**src/board_cfg.svh**
```systemverilog
// ----------------------------------------------------------
// build-time constants for the board register block
// include where timer lengths or version words are needed
// ----------------------------------------------------------
`ifndef BOARD_CFG_SVH
`define BOARD_CFG_SVH

// log2 of sysclk cycles per timer tick
`define WIDTH_WATCHDOG 4

// settle ticks after motor voltage becomes good
`define MV_GOOD_TICKS 8

// stable cycles before a filtered switch input follows
`define DEBOUNCE_CYCLES 8

// length of the internal reset pulse on a soft reset
`define SOFT_RESET_CYCLES 32

// version words, read back by the host
`define BOARD_VERSION 32'h514C4131
`define FW_VERSION    32'h00000004

`endif

```
**src/board_pkg.sv**
```systemverilog
// ----------------------------------------------------------
// types and register offsets of the board register block
// imported by every design unit that touches the host bus
// ----------------------------------------------------------
`default_nettype none

package board_pkg;

    typedef logic [15:0] reg_addr_t;    // host register address
    typedef logic [31:0] reg_data_t;    // host register data word
    typedef logic [3:0]  axis_mask_t;   // bit 0 is axis 1

    // {neg_limit, pos_limit, home}, four bits each
    typedef logic [11:0] switch_vec_t;

    // ------------------------------------------------------
    // register offsets, address bits 3:0
    // ------------------------------------------------------
    typedef enum logic [3:0] {
        REG_STATUS     = 4'd0,
        REG_PHY_CTRL   = 4'd1,
        REG_PHY_DATA   = 4'd2,
        REG_TIMEOUT    = 4'd3,
        REG_VERSION    = 4'd4,
        REG_TEMP_SENSE = 4'd5,
        REG_DIG_OUT    = 4'd6,
        REG_FW_VERSION = 4'd7,
        REG_DIG_IN     = 4'd10
    } reg_index_e;

    // block select, matched against address bits 15:12
    localparam logic [3:0] ADDR_MAIN = 4'd0;

endpackage

`default_nettype wire

```
**src/safety_if.sv**
```systemverilog
// ----------------------------------------------------------
// link between the register file and the safety timers
// regs side sets the period and kicks, timers side reports
// ----------------------------------------------------------
`timescale 1ns/1ps
`default_nettype none

interface safety_if;
    import board_pkg::*;

    logic [15:0] wdog_period;       // ticks allowed between writes, 0 = off
    logic        wdog_kick;         // any host write
    logic        wdog_timeout;      // watchdog expired
    axis_mask_t  wdog_amp_disable;  // all ones on timeout
    axis_mask_t  mv_amp_disable;    // held during motor voltage settle

    modport regs (
        output wdog_period,
        output wdog_kick,
        input  wdog_timeout,
        input  wdog_amp_disable,
        input  mv_amp_disable
    );

    modport timers (
        input  wdog_period,
        input  wdog_kick,
        output wdog_timeout,
        output wdog_amp_disable,
        output mv_amp_disable
    );

endinterface

`default_nettype wire

```
**src/debounce_bank.sv**
```systemverilog
// ----------------------------------------------------------
// stability filter for slow switch inputs, one lane per bit
// a bit follows its input once it has held DEBOUNCE_CYCLES
// ----------------------------------------------------------
`timescale 1ns/1ps
`default_nettype none
`include "board_cfg.svh"

module debounce_bank #(
    parameter int WIDTH = 12
) (
    input  wire              sysclk,
    input  wire              reset,    // sync, active low
    input  wire [WIDTH-1:0]  raw,
    output logic [WIDTH-1:0] filt
);

    localparam int CW = $clog2(`DEBOUNCE_CYCLES + 1);
    localparam logic [CW-1:0] CNT_LAST = CW'(`DEBOUNCE_CYCLES - 1);

    logic [WIDTH-1:0] samp;            // last sample of raw
    logic [CW-1:0]    cnt [WIDTH];     // stable cycles per lane

    always_ff @(posedge sysclk) begin
        if (!reset) begin
            samp <= '0;
            filt <= '0;
            for (int i = 0; i < WIDTH; i++) begin
                cnt[i] <= '0;
            end
        end else begin
            samp <= raw;
            for (int i = 0; i < WIDTH; i++) begin
                if (raw[i] != samp[i]) begin
                    cnt[i] <= '0;                 // edge seen, start over
                end else if (cnt[i] == CNT_LAST) begin
                    filt[i] <= samp[i];           // held long enough
                end else begin
                    cnt[i] <= cnt[i] + 1'b1;
                end
            end
        end
    end

endmodule

`default_nettype wire

```
**src/safety_timers.sv**
```systemverilog
// ----------------------------------------------------------
// tick divider, host watchdog and motor voltage settle timer
// both timers step on the shared tick, the kick acts at once
// ----------------------------------------------------------
`timescale 1ns/1ps
`default_nettype none
`include "board_cfg.svh"

module safety_timers (
    input  wire       sysclk,
    input  wire       reset,     // sync, active low
    input  wire       mv_good,   // motor supply in range
    safety_if.timers  sif
);
    import board_pkg::*;

    localparam int MW = $clog2(`MV_GOOD_TICKS + 1);

    logic [`WIDTH_WATCHDOG-1:0] div;   // free running prescaler
    logic                       tick;
    logic [15:0]                wdog_count;
    logic                       wdog_flag;
    logic [MW-1:0]              mv_count;
    logic                       mv_hold;

    // ------------------------------------------------------
    // tick, one cycle every 2**WIDTH_WATCHDOG
    // ------------------------------------------------------
    always_ff @(posedge sysclk) begin
        if (!reset) begin
            div <= '0;
        end else begin
            div <= div + 1'b1;
        end
    end

    assign tick = &div;

    // ------------------------------------------------------
    // watchdog, counts ticks since the last host write
    // ------------------------------------------------------
    always_ff @(posedge sysclk) begin
        if (!reset || sif.wdog_kick) begin
            wdog_count <= '0;
            wdog_flag  <= 1'b0;
        end else if (tick && sif.wdog_period != 16'd0) begin
            if (wdog_count < sif.wdog_period) begin
                wdog_count <= wdog_count + 1'b1;
            end else begin
                wdog_flag <= 1'b1;    // host went quiet
            end
        end
    end

    assign sif.wdog_timeout     = wdog_flag;
    assign sif.wdog_amp_disable = {4{wdog_flag}};

    // ------------------------------------------------------
    // settle timer, amps off until supply is stable
    // ------------------------------------------------------
    always_ff @(posedge sysclk) begin
        if (!reset) begin
            mv_count <= '0;
            mv_hold  <= 1'b1;    // start with amps held off
        end else if (!mv_good) begin
            mv_count <= '0;      // supply dropped, any cycle
            mv_hold  <= 1'b1;
        end else if (tick) begin
            if (mv_count < MW'(`MV_GOOD_TICKS)) begin
                mv_count <= mv_count + 1'b1;
            end else begin
                mv_hold <= 1'b0;
            end
        end
    end

    assign sif.mv_amp_disable = {4{mv_hold}};

endmodule

`default_nettype wire

```
**src/reset_sequencer.sv**
```systemverilog
// ----------------------------------------------------------
// internal reset from the board reset and a soft request
// a soft request stretches to SOFT_RESET_CYCLES low cycles
// ----------------------------------------------------------
`timescale 1ns/1ps
`default_nettype none
`include "board_cfg.svh"

module reset_sequencer (
    input  wire  sysclk,
    input  wire  reset,      // external, sync, active low
    input  wire  soft_req,   // from the register file
    output logic sys_reset   // internal, active low
);

    localparam int CW = $clog2(`SOFT_RESET_CYCLES + 1);

    logic [CW-1:0] cnt;   // remaining soft reset cycles

    always_ff @(posedge sysclk) begin
        if (!reset) begin
            cnt       <= '0;
            sys_reset <= 1'b0;    // follow the board reset
        end else if (cnt != '0) begin
            cnt       <= cnt - 1'b1;
            sys_reset <= (cnt == CW'(1));   // release on last count
        end else if (soft_req) begin
            cnt       <= CW'(`SOFT_RESET_CYCLES);
            sys_reset <= 1'b0;
        end else begin
            sys_reset <= 1'b1;
        end
    end

endmodule

`default_nettype wire

```
**src/board_regs.sv**
```systemverilog
// ----------------------------------------------------------
// host register file of the board block
// masked writes to control bits, registered read port,
// sticky amplifier disables from the safety timers
// ----------------------------------------------------------
`timescale 1ns/1ps
`default_nettype none
`include "board_cfg.svh"

module board_regs (
    input  wire                     sysclk,
    input  wire                     reset,       // sync, active low
    // host bus
    input  wire board_pkg::reg_addr_t reg_raddr,
    input  wire board_pkg::reg_addr_t reg_waddr,
    input  wire board_pkg::reg_data_t reg_wdata,
    input  wire                     reg_wen,
    output board_pkg::reg_data_t    reg_rdata,
    // board status
    input  wire board_pkg::switch_vec_t filt,    // debounced switches
    input  wire board_pkg::axis_mask_t  fault,
    input  wire board_pkg::axis_mask_t  safety_amp_disable,
    input  wire                     relay,
    input  wire                     mv_good,
    input  wire                     v_fault,
    input  wire [3:0]               board_id,
    input  wire [15:0]              temp_sense,
    // board control
    output board_pkg::axis_mask_t   amp_disable,
    output board_pkg::axis_mask_t   dout,
    output logic                    pwr_enable,
    output logic                    relay_on,
    output logic                    soft_req,
    safety_if.regs                  sif
);
    import board_pkg::*;

    logic        wr;           // decoded write to this block
    axis_mask_t  reg_disable;  // 1 = axis held off by host
    logic [15:0] phy_ctrl;
    logic [15:0] phy_data;
    logic [15:0] wdog_period;

    assign wr = reg_wen && reg_waddr[15:12] == ADDR_MAIN && reg_waddr[7:4] == 4'd0;

    assign sif.wdog_kick   = reg_wen;     // any host write feeds the dog
    assign sif.wdog_period = wdog_period;

    assign amp_disable = reg_disable | sif.mv_amp_disable;

    // ------------------------------------------------------
    // writes, else read mux and sticky disables
    // ------------------------------------------------------
    always_ff @(posedge sysclk) begin
        if (!reset) begin
            reg_rdata   <= '0;
            reg_disable <= 4'hf;          // all axes off
            pwr_enable  <= 1'b0;
            relay_on    <= 1'b0;
            dout        <= '0;
            soft_req    <= 1'b0;
            phy_ctrl    <= '0;
            phy_data    <= '0;
            wdog_period <= 16'hffff;
        end else if (wr) begin
            soft_req <= 1'b0;
            case (reg_index_e'(reg_waddr[3:0]))
                REG_STATUS: begin
                    // enable needs power already on
                    for (int i = 0; i < 4; i++) begin
                        reg_disable[i] <= !pwr_enable ||
                            (reg_wdata[8+i] ? !reg_wdata[i] : reg_disable[i]);
                    end
                    if (reg_wdata[17]) relay_on <= reg_wdata[16];
                    if (reg_wdata[19]) pwr_enable <= reg_wdata[18];
                    soft_req <= reg_wdata[21] && reg_wdata[20];
                end
                REG_PHY_CTRL: phy_ctrl <= reg_wdata[15:0];
                REG_PHY_DATA: phy_data <= reg_wdata[15:0];
                REG_TIMEOUT:  wdog_period <= reg_wdata[15:0];
                REG_DIG_OUT: begin
                    for (int i = 0; i < 4; i++) begin
                        if (reg_wdata[8+i]) dout[i] <= reg_wdata[i];
                    end
                end
                default: ;                // read-only offsets
            endcase
        end else begin
            soft_req <= 1'b0;
            case (reg_index_e'(reg_raddr[3:0]))
                REG_STATUS: reg_rdata <= {
                    4'd4, board_id,                        // axes, board id
                    sif.wdog_timeout, 3'd0,
                    mv_good, pwr_enable, !relay, relay_on,
                    4'd0, fault,
                    safety_amp_disable, ~reg_disable       // 1 = enabled
                };
                REG_PHY_CTRL:   reg_rdata <= {16'd0, phy_ctrl};
                REG_PHY_DATA:   reg_rdata <= {16'd0, phy_data};
                REG_TIMEOUT:    reg_rdata <= {16'd0, wdog_period};
                REG_VERSION:    reg_rdata <= `BOARD_VERSION;
                REG_TEMP_SENSE: reg_rdata <= {16'd0, temp_sense};
                REG_DIG_OUT:    reg_rdata <= {28'd0, dout};
                REG_FW_VERSION: reg_rdata <= `FW_VERSION;
                REG_DIG_IN:     reg_rdata <= {15'd0, v_fault, dout, filt};
                default:        reg_rdata <= '0;
            endcase
            // safety trips latch until the host re-enables
            if (sif.wdog_amp_disable != '0 || safety_amp_disable != '0) begin
                reg_disable <= reg_disable | sif.wdog_amp_disable | safety_amp_disable;
            end
        end
    end

endmodule

`default_nettype wire

```
**src/board_ctrl_top.sv**
```systemverilog
// ----------------------------------------------------------
// board register block top level, plain host and board ports
// reset sequencer, switch filter, register file, timers
// ----------------------------------------------------------
`timescale 1ns/1ps
`default_nettype none

module board_ctrl_top (
    input  wire                         sysclk,
    input  wire                         reset,   // sync, active low
    // board inputs
    input  wire board_pkg::axis_mask_t  neg_limit,
    input  wire board_pkg::axis_mask_t  pos_limit,
    input  wire board_pkg::axis_mask_t  home,
    input  wire board_pkg::axis_mask_t  fault,
    input  wire board_pkg::axis_mask_t  safety_amp_disable,
    input  wire                         relay,
    input  wire                         mv_good,
    input  wire                         v_fault,
    input  wire [3:0]                   board_id,
    input  wire [15:0]                  temp_sense,
    // host bus
    input  wire board_pkg::reg_addr_t   reg_raddr,
    input  wire board_pkg::reg_addr_t   reg_waddr,
    input  wire board_pkg::reg_data_t   reg_wdata,
    input  wire                         reg_wen,
    output board_pkg::reg_data_t        reg_rdata,
    // board outputs
    output board_pkg::axis_mask_t       amp_disable,
    output board_pkg::axis_mask_t       dout,
    output logic                        pwr_enable,
    output logic                        relay_on
);
    import board_pkg::*;

    logic        sys_reset;   // internal reset, active low
    logic        soft_req;
    switch_vec_t filt;

    safety_if i_safety_if ();

    reset_sequencer i_reset_sequencer (
        .sysclk    (sysclk),
        .reset     (reset),
        .soft_req  (soft_req),
        .sys_reset (sys_reset)
    );

    debounce_bank #(.WIDTH($bits(switch_vec_t))) i_debounce_bank (
        .sysclk (sysclk),
        .reset  (sys_reset),
        .raw    ({neg_limit, pos_limit, home}),
        .filt   (filt)
    );

    board_regs i_board_regs (
        .sysclk             (sysclk),
        .reset              (sys_reset),
        .reg_raddr          (reg_raddr),
        .reg_waddr          (reg_waddr),
        .reg_wdata          (reg_wdata),
        .reg_wen            (reg_wen),
        .reg_rdata          (reg_rdata),
        .filt               (filt),
        .fault              (fault),
        .safety_amp_disable (safety_amp_disable),
        .relay              (relay),
        .mv_good            (mv_good),
        .v_fault            (v_fault),
        .board_id           (board_id),
        .temp_sense         (temp_sense),
        .amp_disable        (amp_disable),
        .dout               (dout),
        .pwr_enable         (pwr_enable),
        .relay_on           (relay_on),
        .soft_req           (soft_req),
        .sif                (i_safety_if.regs)
    );

    safety_timers i_safety_timers (
        .sysclk  (sysclk),
        .reset   (sys_reset),
        .mv_good (mv_good),
        .sif     (i_safety_if.timers)
    );

endmodule

`default_nettype wire

```
**config.mk**
```make
export PLATFORM = sky130hd
export DESIGN_NAME = board_ctrl_top
export DESIGN_NICKNAME = d
export VERILOG_FILES = /design/src/board_pkg.sv /design/src/safety_if.sv /design/src/debounce_bank.sv /design/src/safety_timers.sv /design/src/reset_sequencer.sv /design/src/board_regs.sv /design/src/board_ctrl_top.sv
export VERILOG_INCLUDE_DIRS = /design/src
export SDC_FILE = /design/constraint.sdc
export NUM_CORES = 1
export LEC_CHECK = 0
export BUFFER_PORTS_ARGS = -buffer_cell sky130_fd_sc_hd__buf_2
export CAP_MARGIN = 20
export CORE_ASPECT_RATIO = 1.4
export CORE_MARGIN = 2
export CORE_UTILIZATION = 53
export CTS_BUF_LIST = sky130_fd_sc_hd__clkbuf_8
export DETAILED_ROUTE_END_ITERATION = 7
export GPL_TIMING_DRIVEN = 0
export PLACE_DENSITY_LB_ADDON = 0.1
export SYNTH_ARGS = -nofsm -noshare
export SYNTH_HDL_FRONTEND = slang
export SYNTH_SLANG_ARGS = --single-unit
```
**constraint.sdc**
```tcl
create_clock -name sysclk -period 2.1 [get_ports sysclk]
set_clock_uncertainty 0.2 [all_clocks]
set_input_delay 0.315 -clock sysclk [delete_from_list [all_inputs] [get_ports sysclk]]
set_output_delay 0.315 -clock sysclk [all_outputs]
set_load 0.1 [all_outputs]
```
* Yosys cells after proc, flatten, opt, wreduce, memory -nomap -nowiden *
Memories as Yosys holds them, arrays and structs flattened.
Cells that the tools add are included.

storage, ports and cells
  bits in registers = 148
  latch bits = 0
  memory bits (writable) = 48
  memory bits (read-only) = 0
  input port bits = 110
  output and inout bits = 42
  memories = 1

operators by class
  add/sub/neg operators = 16
  multipliers = 0
  divide/modulo/power cells = 0
  order comparisons = 2
  equality and inequality tests = 38
  shift operators = 0
  multiplexer cells = 121
  bitwise gates (word level) = 42
  reductions and logical operators = 55

memories
  name                 words  bits a word  rd ports  clocked after Yosys merged registers in  wr ports  line                 RTL
  i_debounce_bank.cnt  12     4            12        0                                        12        debounce_bank.sv:22  logic [CW-1:0] cnt [WIDTH];

operators with widths
  kind                                                 number
  case mux 31 bit (9 select lines)                     1
  2-to-1 mux 4 bit                                     27
  2-to-1 mux 1 bit                                     91
  equality test 4 x 3 -> 1 bit, second input constant  17
  adder 4 x 1 -> 4 bit, second input constant          14
  AND reduction 2 bit                                  19
  OR 1 bit                                             24
  AND reduction 3 bit                                  7
  adder 16 x 1 -> 16 bit, second input constant        1
  equality test 4 x 2 -> 1 bit, second input constant  4
  zero test 4 bit                                      4
  < comparator 16 bit                                  1
  nonzero test 16 bit                                  1
  inverter 1 bit                                       14
  2-to-1 mux 6 bit                                     2
  != test 1 bit                                        12
  OR 4 bit                                             3
  AND reduction 5 bit                                  2
  equality test 4 x 1 -> 1 bit, second input constant  2
  zero test 1 bit                                      7
  equality test 6 x 1 -> 1 bit, second input constant  1
  logical OR 1 bit                                     6
  nonzero test 6 bit                                   1
  subtractor 6 x 1 -> 6 bit, second input constant     1
  8 further kinds                                      12

* Depth between registers and ports, before layout *
Gate-level depths: netlist of run 1.
An unclocked memory read counts as a cell.

  depth in word-level cells = 7
  mapped depth = 8
  gate-level depth less buffers = 7

* Modules after synthesis *
Synthesis of run 1 repeated with hierarchy kept, for this count alone.

second synthesis, totals
  cells, all modules = 1045
  area total of the unflattened synthesis = 9688.0 um^2

modules (own cells, without submodules)
  module           times used  cells an instance  area an instance (um^2)  sequential area each (um^2)
  board_regs       1           499                4234.1                   1721.7
  debounce_bank    1           311                3457.1                   1921.8
  safety_timers    1           197                1625.3                   520.5
  reset_sequencer  1           38                 371.6                    140.1

* Least setup slack after synthesis of run 1 *
No wires, ideal clock.

  path type = flip-flop to flip-flop
  from = register i_board_regs.wdog_period[13], in the netlist i_board_regs.sif.wdog_period[13]
  to = register i_safety_timers.wdog_count[10]
  arrival = 2071 ps
  slack = -242 ps
  stages on the path, launching flop included = 9
  path buffers = 1
  clock period less this slack = 2342 ps
  cells stage by stage = dfxtp_1 -> inv_1 -> ha_1 -> a211o_1 -> a21oi_1 -> nand4b_1 -> clkbuf_1 -> nor4_1 -> mux2i_1

on the way
  cells in the longest elaborated chain, start to end = 3

ends and longest elaborated chain
  element                                                                      line                 RTL
  start: declaration                                                           board_regs.sv:42     logic [15:0] wdog_period;
  start signal: assignment                                                     board_regs.sv:80     REG_TIMEOUT: wdog_period <= reg_wdata[15:0];
  parallel branches: the longest is 2 deep, another holds < comparator 16 bit  -
  AND reduction 2 bit (no line) (*)                                            -
  end signal: assignment                                                       safety_timers.sv:48  wdog_count <= wdog_count + 1'b1;
  end: declaration                                                             safety_timers.sv:21  logic [15:0] wdog_count;

Mark *: on every way between the ends.
A chain may end at the register's enable or synchronous reset.

* Worst setup path after layout of run 1 *
  from = register i_board_regs.wdog_period[6], in the netlist i_board_regs.sif.wdog_period[6]
  to = register i_safety_timers.wdog_count[1]

Same word-level chain as after synthesis.

==> flow_results.org, run 1 <==
** Outcome
- Run status :: finished, violations left
- Failing checks :: setup timing

** Power
- Part of the total power dissipated in combinational logic :: 0.233
- IR analysis of the VDD net gives a maximum drop of 476 uV.
- Ratio of total power to cell area :: 680 nW/um^2
- Clock network power share :: 0.261
- In this run the static leakage power is between 4 and 5 nW.
- The share of total power dissipated in sequential elements is 0.506.
- The internal power of the cells totals 5.52 mW.
- Net switching power figure :: 2.72 mW
- Of the total power, the share spent switching nets is 0.330.

** Global route
- The via count of the first global-routing pass is 8343.
- First-pass GRT wire length :: 43100 um
- Number of antenna violations at the first check in global routing :: 0
- In the global route stage, overall resource usage came out at 0.286.
- Grt ovf :: 0
- Entering global routing, the biggest net connects 20 pins.

** Logic synthesis
- Yosys mapped a number of flops with a built-in enable equal to 48.
- For this run, the register share of the synthesized area comes to 0.448.
- Seq cells post-synth :: 191
- Distinct cell type count of the synthesized netlist :: 66
- Most common library cells after synthesis :: 194 x nand2_1, 143 x dfxtp_1, 60 x a21boi_0
- Synth Warn # :: 0
- Synth async-reset ratio :: 0
- Leading register cell type out of synthesis :: dfxtp_1
- nand2_1 is the most common cell in the netlist.
- Synthesis handed over a netlist of 1056 instances.
- The share of synthesized area in the top cell type comes to 0.298.
- Cell taking the most area after synthesis :: dfxtp_1
- A synthesized cell averages about 9.1 sq um.
- In this run the cell area of the synthesized design comes to ~9600 sq um.
- Top area cells in the synthesized netlist :: dfxtp_1 30%, edfxtp_1 15%, nand2_1 7.6%, a21boi_0 4.7%, ha_1 4.3%

** Worst hold path
- Hold crit path type :: primary input to flop

** Worst setup path
- Setup slack on the worst reg-to-reg path comes out at -0.29 ns.
- The worst setup path is launched from a flop.
- Required arrival time at the worst endpoint :: 2.31 ns
- Critical Path AT :: around 2.6 ns
- The setup path with the least slack is of type flop to flop.
- Critical path peak fanout :: 5
- Endpoint type of the worst setup path :: flop

** Flow run
- Maxcap violations :: 0

** Cells and area
- Post-layout utilization of the core :: 0.678
- Layout Cells excl Fill :: ~1500
- Of the cells placed in the final design, the portion with a size suffix greater than 1 is 0.245.
- The area growth from synthesis to layout is 25.9%.
- NumNets Final :: 1413
- Number of diodes added for antenna fixing :: 0

** STA
- Setup violations remaining at the end of the flow were counted as 17.
- Min Hold Slack :: 0.0200 ns
- The count of final hold-check violations was 0.
- For the finished layout, the period the worst path requires is 2.39 ns.
- The count of pins over their slew limit came to 0.
- At the pin with the least slew margin, the transition time is roughly 0.74 ns.
- Setup repair after global routing could not meet its margin everywhere.
- The worst pin sits at a relative slew slack of 0.501.
- In the final timing run, aggregate negative setup slack is -2.97 ns.
- Maximum clock frequency :: ~0.42 GHz
- Tcrit/Tclk final :: 1.14
- Worst path setup slack after routing :: -0.290 ns

** Floorplanning
- Overall die area :: a little under 20000 sq um
- The region available for standard cell placement spans 17900 sq um.
- Measured along the y axis, the die boundary spans 163 um.
- Site Rows :: a little under 60
- Starting Density :: 0.539
- I/O pin count :: 152
- Die boundary width :: 118 um

** Clocking
- The H-tree generated during clock tree synthesis spans 4 levels.
- After clock tree synthesis, the clock-pin slew on the worst setup and hold paths is 0.10 ns.
- Number of buffers created by CTS :: 17
- # clock sinks :: between 150 and 200
- CTS placed an instance of clkbuf_8 at the clock tree root.
- No sink is reached through more buffers than the 2 on the longest clock path.
- TritonCTS clock tree :: yes
- Insertion delay to the later sink of the worst-skew pair :: 0.47 ns

** Drt
- Before antenna repair, the detailed router went through 5 iterations.
- Final antenna-violating net count :: 0
- Post-route DRC :: 0
- Via density :: 5.57
- First-iteration detailed-routing DRC count :: 612
- The detailed router placed 8486 vias in this run.
- Wires add up to 27600 um.
- Average detailed-routed wire length per instance :: 18.1 um

** Placed design
- At the placement stage, the worst setup path has a slack of -0.583 ns.
- Detailed placement finished with a half-perimeter wire length of 20500 um.
- I/O Buffers :: 119
- The congestion estimate from routability-driven global placement came to 0.901.
- Counting tap cells, the placed design contains a total of around 1400 instances.
power by group through the flow:
stage	clock [mW]	combinational [mW]	sequential, mW
final	2.15	1.92	4.17
after global placement	0	1.82	4.25
after global routing	2.31	2.10	4.20
after floorplan	0	1.12	4.32
after CTS	2.18	1.92	4.17
after detailed placement	0	1.83	4.26
worst max-delay path: stages, from the launching register on:
cell      delay (ns)
dfxtp_2         0.34
inv_2           0.04
ha_1            0.31
a21o_1          0.22
a221oi_4        0.26
nor3_4          0.10
buf_6           0.15
or4b_1          0.53
a21oi_1         0.17
routing by layer:
layer	wire length [um]	GRT usage	vias to the layer above
li1	-	-	4150
met1	10700	0.313	4037
met2	14800	0.543	234
met3	1000	0.0419	65
met4	1150	0.128	0
met5	0	0	-
cell type report:
type                       count  area [sq um]
buffer                        52           313
timing repair buffer         194          1310
clock inverter                15           100
multi-input combinational    788          5420
fill                        1553          5740
sequential                   191          4330
inverter                      26           100
tap                          240           300
clock buffer                  17           234
cells in the final DEF (no fill, tap or decap), drive strengths merged, types with 19 or more instances in the layout:
cell type and n:
dlygate4sd3 45, edfxtp 48, and2 29, mux2i 22, nor4 21, nor2 57
o211ai 20, inv 33, and3 30, nand2b 30, dfxtp 143, nand2 194
o21ai 30, nor2b 19, buf 169, xor2 27, a22oi 22, nand3 29
a21boi 71, ha 33, clkbuf 49
flip-flops by register name, indices dropped and copies added, names as in the netlist:
name                              cells
i_board_regs.soft_req                 1
i_board_regs.phy_data                16
i_debounce_bank.cnt                  48
i_board_regs.reg_disable              4
i_board_regs.phy_ctrl                16
i_board_regs.reg_rdata               27
i_safety_timers.mv_count              4
i_reset_sequencer.cnt                 6
i_board_regs.sif.wdog_period         16
i_debounce_bank.samp                 12
i_board_regs.relay_on                 1
i_debounce_bank.filt                 12
i_safety_timers.sif.wdog_timeout      1
i_board_regs.pwr_enable               1
i_board_regs.dout                     4
i_safety_timers.wdog_count           16
i_safety_timers.div                   4
i_reset_sequencer.sys_reset           1
i_safety_timers.mv_hold               1
kinds of logic (layout without fill, tap and decap cells):
logic type      Yosys count  count (layout)  synth area share
compound gates          216             216             0.166
xor+xnor                 42              42            0.0383
fa+ha+maj                33              33            0.0429
buf+inv                  80             304            0.0360
flops                   191             191             0.448
mux                      22              22            0.0229
other cells               1               4          0.000390
simple gates            471             471             0.246
repair_timing:
item / CTS / global route
setup buffers: 20 / 6
endpoints found under the hold margin: 83 / 0
gates resized for setup: 49 / 29
pin swaps: 12 / 15
hold buffers: 45 / 0
gates cloned: 2 / 1
setup endpoints to repair: 84 / 35
path summary, 6_finish.rpt:
kind / endpoint / depth (start not counted) / startpoint
worst max-delay path: i_safety_timers.wdog_count[1] / 8 / i_board_regs.sif.wdog_period[6]
worst min-delay path: i_board_regs.phy_data[9] / 3 / reg_wdata[9]
worst max register to register: i_safety_timers.wdog_count[1] / 8 / i_board_regs.sif.wdog_period[6]
worst min register to register: i_board_regs.phy_ctrl[1] / 2 / i_board_regs.phy_ctrl[1]
stage by stage:
stage               instance area, sq um  power, mW
global placement                   10800       6.07
CTS                                12000       8.27
floorplan                           9940       5.43
finish                             12100       8.23
global route                       12100       8.61
detailed placement                 10800       6.09
No activity file was read; power rests on OpenSTA's default activity.
==> run 2, diff against run 1 <==
MAX_ROUTING_LAYER = met4   (was default)
==> flow_results.org, run 2 (synthesis gave the netlist of run 1 again) <==
** Power
- Ratio of total power to cell area :: 681 nW/um^2 (about the same)
- The static power due to leakage came to 4.83 nW (about the same).
- Maximum ir drop on the vdd rail :: 474 uV (-0.47%)
- The power consumption came to 8.24 mW (about the same).

** Placed design
- Half-perimeter wire length after detailed placement :: 20500 um (unchanged)
- I/O Buffers :: 119 (unchanged)
- Weighted congestion reported at the end of routability-driven placement :: 0.916 (+1.7%)
- Number of placed cells counting well taps :: 1420 (unchanged)

** Floorplanning
- I/O pin count :: 152 (unchanged)
- Overall die area :: 19200 sq um (unchanged)
- The area of the placeable core is 17900 sq um (unchanged).
- Height of the die :: 163 um (unchanged)
- The cell row count came to 58 (unchanged).
- The width of the die came to 118 um (unchanged).
- The initial standard-cell utilization of the core came to 0.539 (unchanged).

** Clocking
- The number of levels the H-tree was split into was 4 (unchanged).
- Buffer levels on the longest clock path :: 2 (unchanged)
- The TritonCTS buffer count is 17 (unchanged).
- The number of sinks driven by the clock tree came to 191 (unchanged).
- The clock edge transition at the registers on the reported setup and hold paths came to 0.10 ns (about the same).
- TritonCTS clock tree :: yes
- Root cell of the clock tree :: clkbuf_8
- The clock latency reported for the late side of the worst-skew pair is 0.47 ns (about the same).

** STA
- Worst Max-Slew Pin Slew :: 0.747 ns (+0.00517 ns)
- Headroom to the max-slew limit :: 0.497 (-0.00348)
- The worst path setup slack after routing is -0.305 ns (-0.0145 ns).
- Final number of hold-violating endpoints :: 0 (unchanged)
- Unrepaired setup endpoints after global routing :: yes
- The highest clock frequency the design can meet came to 0.416 GHz (-0.60%).
- Final slew viol count :: 0 (unchanged)
- Tcrit/Tclk final :: 1.15 (+0.00692)
- The setup violation total in the final timing report is 17 (unchanged).
- The minimum clock period after layout is 2.40 ns (+0.0145 ns).

** Worst setup path
- Kind of critical path :: flop to flop
- Critical Path AT :: 2.61 ns (about the same)
- The worst endpoint required time is 2.31 ns (about the same).
- The worst setup path is launched from a flop.
- Critical path peak fanout :: 5 (unchanged)
- STA classifies the critical path endpoint as a flop.

** Drt
- The post-detailed-route DRC marker count came to 0 (unchanged).
- The routed length per placed instance came to 18.1 um (about the same).
- The number of vias after detailed routing is 8506 (+0.24%).
- The final antenna-violating net count came to 0 (unchanged).
- The via density per instance was 5.59 (+0.24%).
- The iteration count of the initial detailed-routing pass is 5 (unchanged).
- First-iteration detailed-routing DRC count :: 619 (+1.1%)
- Detailed-route wire length :: 27600 um (about the same)

** Cells and area
- Leading cell type in the layout, fill and taps excluded :: nand2_1
- Filler instances :: 1548 (-0.32%)
- Proportion of layout cells with a drive suffix above 1 :: 0.245 (unchanged)
- The antenna cell count is 0 (unchanged).
- Most used cells in the layout excluding fill and tap cells :: 183 x nand2_1, 124 x dfxtp_1, 123 x buf_2, 57 x nor2_1, 54 x a21boi_0
- NumNets Final :: 1413 (unchanged)
- Syn-to-layout area delta :: 25.9% (about the same)
- The register with the most flip-flops in the final layout is i_debounce_bank.cnt.
- The number of flip-flops under the largest register name was 48 (unchanged).
- Regs by FF count :: i_debounce_bank.cnt: 48 flops, i_board_regs.reg_rdata: 27 flops
- Layout Cells excl Fill :: 1523 (unchanged)

** Global route
- First-pass GRT wire length :: 43200 um (+0.24%)
- Number of antenna violations at the first check in global routing :: 0 (unchanged)
- The total routing resource utilization after global routing came to 0.295 (+0.00908).
- The largest net degree at the start of global routing was 20 (unchanged).
- The via count of the first global-routing pass is 8336 (-0.084%).
- The leftover overflow at the end of global routing is 0 (unchanged).

** Outcome
- The flow ran to the end, but the final reports show violations.
- The final reports fail on setup timing.

** Worst hold path
- The worst hold path belongs to the class primary input to flop.

** Flow run
- The number of max-cap violations is 0 (unchanged).
-- run 2: cell count changes in the layout (fill, tap and decap cells not counted) --
cell / delta
buf_4: +1
inv_4: -1
buf_1: -1
inv_2: +1
buf_6: -1
clkbuf_1: +1
-- run 2: metrics by stage --
step / setup WS (ns) / utilization / hold slack (ns) / area (sq um) / setup TNS [ns]
6_report: -0.305 / 0.678 / 0.0215 / 12100 / -3.03
3_5_place_dp: -0.583 / 0.608 / 0.244 / 10800 / -42.34
4_1_cts: -0.178 / 0.673 / 0.00653 / 12000 / -2.31
3_3_place_gp: -0.865 / 0.607 / 0.237 / 10800 / -44.84
2_1_floorplan: -0.170 / - / 0.230 / 9940 / -4.84
5_1_grt: -0.381 / 0.678 / 0.00365 / 12100 / -4.48
-- run 2: path summary, 6_finish.rpt --
path                                                       from                            end  slack [ns]  cells past startpoint
worst max-delay path            i_board_regs.sif.wdog_period[6]  i_safety_timers.wdog_count[1]       -0.30                      8
worst min-delay path                               reg_wdata[9]       i_board_regs.phy_data[9]        0.02                      3
worst min register to register         i_board_regs.phy_ctrl[1]       i_board_regs.phy_ctrl[1]        0.26                      2
worst max register to register  i_board_regs.sif.wdog_period[6]  i_safety_timers.wdog_count[1]       -0.30                      8
-- run 2: routing by layer --
| metal | part of all wire | GRT usage | up-vias |
|---|---|---|---|
| met2 | 0.53 | 0.538 | 249 |
| met3 | 0.041 | 0.0416 | 84 |
| li1 | - | - | 4151 |
| met1 | 0.38 | 0.315 | 4022 |
| met4 | 0.045 | 0.137 | 0 |
| met5 | 0 | - | - |
-- run 2: where the power goes --
part / switching, mW / leakage (nW) / total, mW / internal, mW
logic: 1.19 / 2.92 / 1.92 / 0.729
registers: 0.190 / 1.74 / 4.17 / 3.98
clock network: 1.34 / 0.166 / 2.14 / 0.809
-- run 2: final cells by class --
cell class | count | area, sq um | area share
flip-flops and latches | 191 | 4330 | 0.358
repair buffers | 194 | 1300 | 0.108
plain buffers | 52 | 313 | 0.0258
inverters | 26 | 97.6 | 0.00806
well taps | 240 | 300 | 0.0248
clock inverters | 15 | 100 | 0.00827
clock buffers | 17 | 234 | 0.0193
multi-input cells | 788 | 5420 | 0.448
-- run 2: worst max-delay path, stage by stage (launching register included) --
cell and delay, ns:
dfxtp_2 0.34, inv_2 0.04, ha_1 0.31, a21o_1 0.22, a221oi_4 0.27, nor3_4 0.10
buf_6 0.15, or4b_1 0.54, a21oi_1 0.17
-- run 2: repair_timing --
item                                    4_1_cts  5_1_grt
hold endpoints to repair                     83        0
setup buffers                                20        6
gates cloned                                  2        1
hold buffers                                 45        0
gates resized for setup                      49       26
pin swaps                                    12       13
endpoints found under the setup margin       84       33
